--- src/include/scratchpad_consts.svh ---
`ifndef SCRATCHPAD_CONSTS_SVH
`define SCRATCHPAD_CONSTS_SVH

// ----------------------------------------------------------------------------
// memory geometry
// ----------------------------------------------------------------------------

// width of one RAM word in bits
`define SCRATCH_WORD_W 32

// number of words in the array, so the word index is log2 of this wide
`define SCRATCH_NUM_WORDS 1024

// granularity of the port-0 write mask, one mask bit per lane
`define SCRATCH_LANE_W 8

// ----------------------------------------------------------------------------
// access size codes on the load/store port
// ----------------------------------------------------------------------------

`define SCRATCH_SIZE_BYTE 0
`define SCRATCH_SIZE_HALF 1
`define SCRATCH_SIZE_WORD 2

`endif
--- src/verilog/scratchpad_pkg.sv ---
`include "scratchpad_consts.svh"

package scratchpad_pkg;

    // ------------------------------------------------------------------------
    // data and address types
    // ------------------------------------------------------------------------

    // one full RAM word as stored and as returned by either read port
    typedef logic [`SCRATCH_WORD_W-1:0] word_t;

    // index of a word inside the array
    typedef logic [$clog2(`SCRATCH_NUM_WORDS)-1:0] word_addr_t;

    // byte address from the load/store unit
    // the low bits pick the byte inside a word and the rest is the word index
    typedef logic [$clog2(`SCRATCH_NUM_WORDS)
                   + $clog2(`SCRATCH_WORD_W / 8)-1:0] byte_addr_t;

    // ------------------------------------------------------------------------
    // write control types
    // ------------------------------------------------------------------------

    // one enable bit per write lane of a word
    typedef logic [`SCRATCH_WORD_W/`SCRATCH_LANE_W-1:0] byte_mask_t;

    // access size, coded as the SCRATCH_SIZE_* values
    typedef logic [1:0] mem_size_t;

endpackage

--- src/verilog/lsu_mem_port.sv ---
`timescale 1ns/1ps

`include "scratchpad_consts.svh"

module lsu_mem_port (
    input  logic                       clk,
    input  logic                       reset,

    // requests from the load/store unit
    input  logic                       lsu_req,
    input  logic                       lsu_we,
    input  scratchpad_pkg::byte_addr_t lsu_addr,
    input  scratchpad_pkg::mem_size_t  lsu_size,
    input  logic                       lsu_signed,
    input  scratchpad_pkg::word_t      lsu_wdata,

    // responses back to the load/store unit
    output logic                       lsu_load_valid,
    output scratchpad_pkg::word_t      lsu_load_data,
    output logic                       lsu_misaligned,

    // RAM port 0
    output logic                       mem_nce,
    output logic                       mem_nwe,
    output scratchpad_pkg::word_addr_t mem_addr,
    output scratchpad_pkg::word_t      mem_wdata,
    output scratchpad_pkg::byte_mask_t mem_wmask,
    input  scratchpad_pkg::word_t      mem_rdata
);
    import scratchpad_pkg::*;

    localparam int WORD_W = $bits(word_t);
    localparam int LANES  = $bits(byte_mask_t);
    localparam int LANE_W = `SCRATCH_LANE_W;
    localparam int OFF_W  = $bits(byte_addr_t) - $bits(word_addr_t);

    logic [OFF_W-1:0] req_off;
    logic             aligned;
    logic             req_ok;
    byte_mask_t       base_mask;

    logic             s1_valid;
    logic [OFF_W-1:0] s1_off;
    mem_size_t        s1_size;
    logic             s1_signed;
    logic             s2_valid;
    logic [OFF_W-1:0] s2_off;
    mem_size_t        s2_size;
    logic             s2_signed;
    word_t            lane_data;

    // ------------------------------------------------------------------------
    // request decode
    // ------------------------------------------------------------------------

    assign req_off  = lsu_addr[OFF_W-1:0];
    assign mem_addr = lsu_addr[$bits(byte_addr_t)-1:OFF_W];

    // natural alignment for each access size
    always_comb begin
        case (lsu_size)
            `SCRATCH_SIZE_BYTE: aligned = 1'b1;
            `SCRATCH_SIZE_HALF: aligned = ~req_off[0];
            default:            aligned = (req_off == '0);
        endcase
    end

    assign req_ok  = lsu_req & aligned;
    assign mem_nce = ~req_ok;
    assign mem_nwe = ~(req_ok & lsu_we);

    // lanes covered by the access before moving them to the byte offset
    always_comb begin
        case (lsu_size)
            `SCRATCH_SIZE_BYTE: base_mask = byte_mask_t'(1);
            `SCRATCH_SIZE_HALF: base_mask = byte_mask_t'(3);
            default:            base_mask = '1;
        endcase
    end

    assign mem_wmask = base_mask << req_off;

    // copy the store value into every lane it could land in
    // and the mask then picks the lanes that get written
    always_comb begin
        for (int i = 0; i < LANES; i++) begin
            case (lsu_size)
                `SCRATCH_SIZE_BYTE:
                    mem_wdata[i*LANE_W +: LANE_W] = lsu_wdata[0 +: LANE_W];
                `SCRATCH_SIZE_HALF:
                    mem_wdata[i*LANE_W +: LANE_W] = lsu_wdata[(i % 2)*LANE_W +: LANE_W];
                default:
                    mem_wdata[i*LANE_W +: LANE_W] = lsu_wdata[i*LANE_W +: LANE_W];
            endcase
        end
    end

    // ------------------------------------------------------------------------
    // load response pipeline
    // ------------------------------------------------------------------------

    // stage 1 lines up with the RAM input registers and stage 2 with its
    // read data, so s2 and mem_rdata belong to the same load
    always_ff @(posedge clk) begin
        if (reset) begin
            s1_valid       <= 1'b0;
            s2_valid       <= 1'b0;
            lsu_misaligned <= 1'b0;
        end else begin
            s1_valid       <= req_ok & ~lsu_we;
            s2_valid       <= s1_valid;
            lsu_misaligned <= lsu_req & ~aligned;
        end
    end

    always_ff @(posedge clk) begin
        s1_off    <= req_off;
        s1_size   <= lsu_size;
        s1_signed <= lsu_signed;
        s2_off    <= s1_off;
        s2_size   <= s1_size;
        s2_signed <= s1_signed;
    end

    assign lsu_load_valid = s2_valid;

    // move the addressed lanes down to bit 0 and extend them
    always_comb begin
        lane_data = mem_rdata >> (s2_off * LANE_W);
        case (s2_size)
            `SCRATCH_SIZE_BYTE:
                lsu_load_data = {{(WORD_W-LANE_W){s2_signed & lane_data[LANE_W-1]}},
                                 lane_data[LANE_W-1:0]};
            `SCRATCH_SIZE_HALF:
                lsu_load_data = {{(WORD_W-2*LANE_W){s2_signed & lane_data[2*LANE_W-1]}},
                                 lane_data[2*LANE_W-1:0]};
            default:
                lsu_load_data = mem_rdata;
        endcase
    end

endmodule

--- config.mk ---
export PLATFORM = sky130hd
export DESIGN_NAME = lsu_mem_port
export DESIGN_NICKNAME = d
export VERILOG_FILES = /design/src/verilog/scratchpad_pkg.sv /design/src/verilog/lsu_mem_port.sv
export VERILOG_INCLUDE_DIRS = /design/src /design/src/include
export SDC_FILE = /design/constraint.sdc
export NUM_CORES = 1
export LEC_CHECK = 0
export ABC_AREA = 1
export ABC_CLOCK_PERIOD_IN_PS = 3400
export BUFFER_PORTS_ARGS = -buffer_cell sky130_fd_sc_hd__buf_2
export CAP_MARGIN = 40
export CORE_ASPECT_RATIO = 0.8
export CORE_UTILIZATION = 25
export DETAILED_ROUTE_END_ITERATION = 7
export PLACE_DENSITY_LB_ADDON = 0.12
export SLEW_MARGIN = 20
export SYNTH_ARGS = -nofsm -noshare
export SYNTH_HDL_FRONTEND = slang
export SYNTH_SLANG_ARGS = --single-unit
--- constraint.sdc ---
create_clock -name clk -period 3.4 [get_ports clk]
set_clock_uncertainty 0.15 [all_clocks]
set_input_delay 0 -clock clk [delete_from_list [all_inputs] [get_ports clk]]
set_output_delay 0 -clock clk [all_outputs]
set_load 0.02 [all_outputs]
; ---- After elaboration in Yosys (flattened, before gate mapping)
; Cells that the tools add are included.
[op_classes]
n_eq_ne = 2
n_shift = 2
reduce_logical = 4
muxes = 6
bitwise = 11
[op_table]
columns = cell, n
row1 = 32-bit case mux with 2 select lines, 1
row2 = 32-bit by 5-bit >> shifter with 16-bit output, 1
row3 = 8-bit 2-to-1 mux, 2
row4 = 8-bit case mux with 2 select lines, 1
row5 = 4-bit case mux with 2 select lines, 1
row6 = 1-bit bitwise AND, 6
row7 = 2-bit logical NOT, 3
row8 = 1-bit NOT, 5
row9 = 2-bit by 1-bit == test with 1-bit output (second input constant), 2
row10 = 4-bit by 2-bit << shifter with 4-bit output, 1
row11 = 1-bit case mux with 2 select lines, 1
row12 = 2-bit OR reduction, 1
[totals]
register_bits = 13

; ---- Depth between registers and ports, before layout
[logic_depth]
ltp_word = 5
mapped_depth = 8

; ---- Worst setup path before layout
; OpenSTA, ideal clock, no wires.
[synth_timing]
kind = reg2out
startpoint = register s2_off[0]
endpoint = output port lsu_load_data[10]
required_time_ns = 3.250
arrival_ns = 1.116
slack_ns = 2.134
path_stages_with_launch = 9
n_path_buf = 2
cell_sequence = dfxtp_1 > buf_6 > inv_4 > nand2_1 > nand3_1 > nand2_2 > nand3_4 > buf_6 > nand3_1
[synth_between]
elab_chain_len = 3
[synth_rtl]
columns = item, line
row1 = "start, declared", lsu_mem_port.sv:47  ; logic [OFF_W-1:0] s2_off;
row2 = "start signal, assigned", lsu_mem_port.sv:120  ; s2_off <= s1_off;
row3 = 32-bit by 5-bit >> shifter with 16-bit output (*), lsu_mem_port.sv:129  ; lane_data = mem_rdata >> (s2_off * LANE_W);
row4 = 1-bit bitwise AND, lsu_mem_port.sv:132  ; lsu_load_data = {{(WORD_W-LANE_W){s2_signed & lane_data[LANE_W-1]}},
row5 = 32-bit case mux with 2 select lines (*), lsu_mem_port.sv:130  ; case (s2_size)
row6 = "end, declared", lsu_mem_port.sv:19  ; output scratchpad_pkg::word_t lsu_load_data,
; Every way passes the cells marked *; elsewhere a longest branch is shown, timed or not.

; ---- Final worst setup path
[layout_timing]
startpoint = register s2_off[0]
endpoint = output port lsu_load_data[30]
[layout_between]
elab_chain_len = 3
elab_cells_between_ends = 4
[layout_rtl]
columns = item, line
row1 = 32-bit by 5-bit >> shifter with 16-bit output (*), lsu_mem_port.sv:129
row2 = "1-bit bitwise AND, on equally long branches", "lsu_mem_port.sv:135, lsu_mem_port.sv:132"
row3 = 32-bit case mux with 2 select lines (*), lsu_mem_port.sv:130
; Marked as above.

==> qor.csv <==
stage,metric,value,unit
yosys,synth_top_area_cell,nand2_1,
min_path,hold_end,mem_wdata[2],
floorplan,die_w,93.9,µm
min_path,min_from,lsu_wdata[2],
yosys,avgSynthCellArea,5.63,µm²
clock_network,clock-sinks,13,
place,gp_congestion,0.773,
timing,tightest_slew,0.679,ns
setup_path,crit_path_end_kind,output pin,
setup_path,cp_common_cell,nand3_1,
clock_network,cts_buffer_depth,2,
floorplan,initial_utilization,26.1,%
timing,tns,0,ns
clock_network,cts_resized,0,
setup_path,rrSetupSlack,2.76,ns
setup_path,critPathArrivalTime,2.16,ns
global_routing,grt_first_pass_wirelength,9680,µm
layout,area_delta_synth_final,50.0,%
global_routing,met1_usage,20.8,%
timing,relSlewSlack,54.7,%
global_routing,grt_util_met2,33.3,%
clock_network,clk_pin_slew_worst_paths,0.05,ns
clock_network,cts_setup_buffers,0,
route,viasPerCell,4.50,
yosys,synth_cells,300,
clock_network,clockRootBuffer,clkbuf_8,
layout,nets,521,
global_routing,grt_usage,17.2,%
floorplan,dieHeight,75.5,µm
setup_path,r2r_end,lsu_load_valid$_SDFF_PP0_,
setup_path,critPathSlowestCell,dfxtp_1,
global_routing,antenna_found_initial,0,
route,drtIter0Drc,102,
yosys,yosys_warnings,0,
timing,fin_crit,2.31,ns
power_and_ir_drop,irDropWorstVdd,0.110,mV
layout,layout_common_cells,"buf_2, nand2_1, nand3_1",
yosys,synth.area.top_cells,"nand2_1, dfxtp_1, nand3_1",
floorplan,rows,26,
layout,num_antenna_cells,0,
min_path,min_path_type,in -> out,
route,dr.pass1.iters,4,
run_status,status,"complete, no violations",
setup_path,max_stage_delay,0.75,ns
clock_network,h-tree-depth,1,
yosys,yosysUniqueCellTypes,27,
setup_path,crit_chain,inv_4 -> nand2_1 -> nand3_1 -> nand2_2 -> nand3_4 -> nand3_1 -> buf_2,
timing,fmax,434,MHz
yosys,ys_ff_latch,13,
global_routing,overflow,0,
setup_path,cp_max_fo,24,
clock_network,cts_tree,yes,
yosys,yosys.area.top_type_share,29.8,%
place,port_buffers,144,
route,wirelength,6250,µm
setup_path,reg2reg_depth,2,
clock_network,postCtsHoldBufs,19,
setup_path,crit_type,reg -> out,
global_routing,top_usage_layer,met2,
global_routing,grt_pass1_vias,2110,
layout,mostFrequentLayoutCell,buf_2,
route,ant_nets,0,
power_and_ir_drop,power_density,266,nW/µm²
flow_run,max_cap_viol_count,0,
route,vias,2342,
yosys,synthesis.area,1690,µm²
global_routing,grt_max_degree,25,
floorplan,io_pins,165,
setup_path,required,3.25,ns
timing,period_share,67.8,%
yosys,seq_area_frac_synth,15.4,%
clock_network,clk_latency,0.24,ns
timing,hold_viol,0,
timing,slew_viol_final,0,
power_and_ir_drop,leakage,0.00154,µW
yosys,synth_nets,383,
timing,rsz0062_at_grt,false,
power_and_ir_drop,power,674,µW
place,hpwlAfterDp,4830,µm
floorplan,core,6470,µm²
clock_network,cts_made_buffers,3,
setup_path,start_kind,flip-flop,
setup_path,r2r_start,s1_valid$_SDFF_PP0_,
timing,setup-violations-final,0,
route,drc,0,
route,wl_per_cell,12.0,µm
global_routing,use_met3,2.00,%
min_path,hold_depth,2,
layout,layout-drive-gt1-share,39.1,%
floorplan,dieArea,7100,µm²
## synthesized netlist by cell type, drive strengths merged
cell / count
a21boi: 1
a21oi: 2
a22oi: 1
buf: 29
clkbuf: 4
dfxtp: 13
inv: 15
nand2: 137
nand3: 45
nor2: 21
nor3: 1
nor3b: 1
o21ai: 30
## layer usage
metal | routed length, µm | vias to the layer above | share of wire (%)
li1 | - | 1215 | -
met4 | 27 | 0 | 0.43
met1 | 2660 | 1029 | 43
met2 | 3170 | 96 | 51
met3 | 384 | 2 | 6.1
met5 | 0 | - | 0
## final cells by class
| cell class | count | area, µm² |
|---|---|---|
| Clock buffer | 4 | 45.0 |
| Inverter | 15 | 63.8 |
| Fill cell | 757 | 3940 |
| Timing Repair Buffer | 166 | 933 |
| Sequential cell | 13 | 260 |
| Multi-Input combinational cell | 239 | 1130 |
| Tap cell | 84 | 105 |
## power breakdown
group	switching (µW)	total, µW	internal, µW	leakage, µW
sequential	10.0	170	160	0.000109
clock	49.5	132	82.4	0.0000228
combinational	234	372	138	0.00141
## state kept, by name, summed over array words and instances (netlist names)
signal and cells:
s2_size 2, lsu_misaligned 1, lsu_load_valid 1, s1_valid 1, s2_off 2, s1_size 2
s1_signed 1, s1_off 2, s2_signed 1
## logic make-up after synthesis
| logic type | share of synthesized area, % |
|---|---|
| DFF | 15.4 |
| AOI/OAI and AO/OA | 10.4 |
| buffers and inverters | 17.9 |
| and+or+nand+nor | 56.3 |
## metrics by stage
stage	hold slack, ns	cells	cell area, µm²	utilization (%)	worst slack [ns]
floorplan	-0.122	300	1690	-	2.13
global placement	-0.150	498	2300	35.5	1.36
detailed placement	-0.150	498	2300	35.5	1.34
CTS	0.101	521	2530	39.2	1.08
global route	0.108	521	2530	39.2	0.902
finish	0.0986	521	2530	39.2	1.09
## worst max-delay path: cells and delay by family (launching register included)
kind,cells,cell delay (ns)
buf+inv,2,0.38
simple gates,5,0.78
flops,1,0.75
## worst max-delay path by stage
stage                 startpoint                 to  slack, ns
2_1_floorplan  s2_off[0]$_DFF_P_  lsu_load_data[10]       2.13
3_3_place_gp   s2_off[0]$_DFF_P_  lsu_load_data[30]       1.36
3_5_place_dp   s2_off[0]$_DFF_P_  lsu_load_data[30]       1.34
4_1_cts        s2_off[0]$_DFF_P_  lsu_load_data[30]       1.08
5_1_grt        s2_off[0]$_DFF_P_  lsu_load_data[30]       0.90
6_report       s2_off[0]$_DFF_P_  lsu_load_data[30]       1.09
Power figures use the tool's default switching activity.
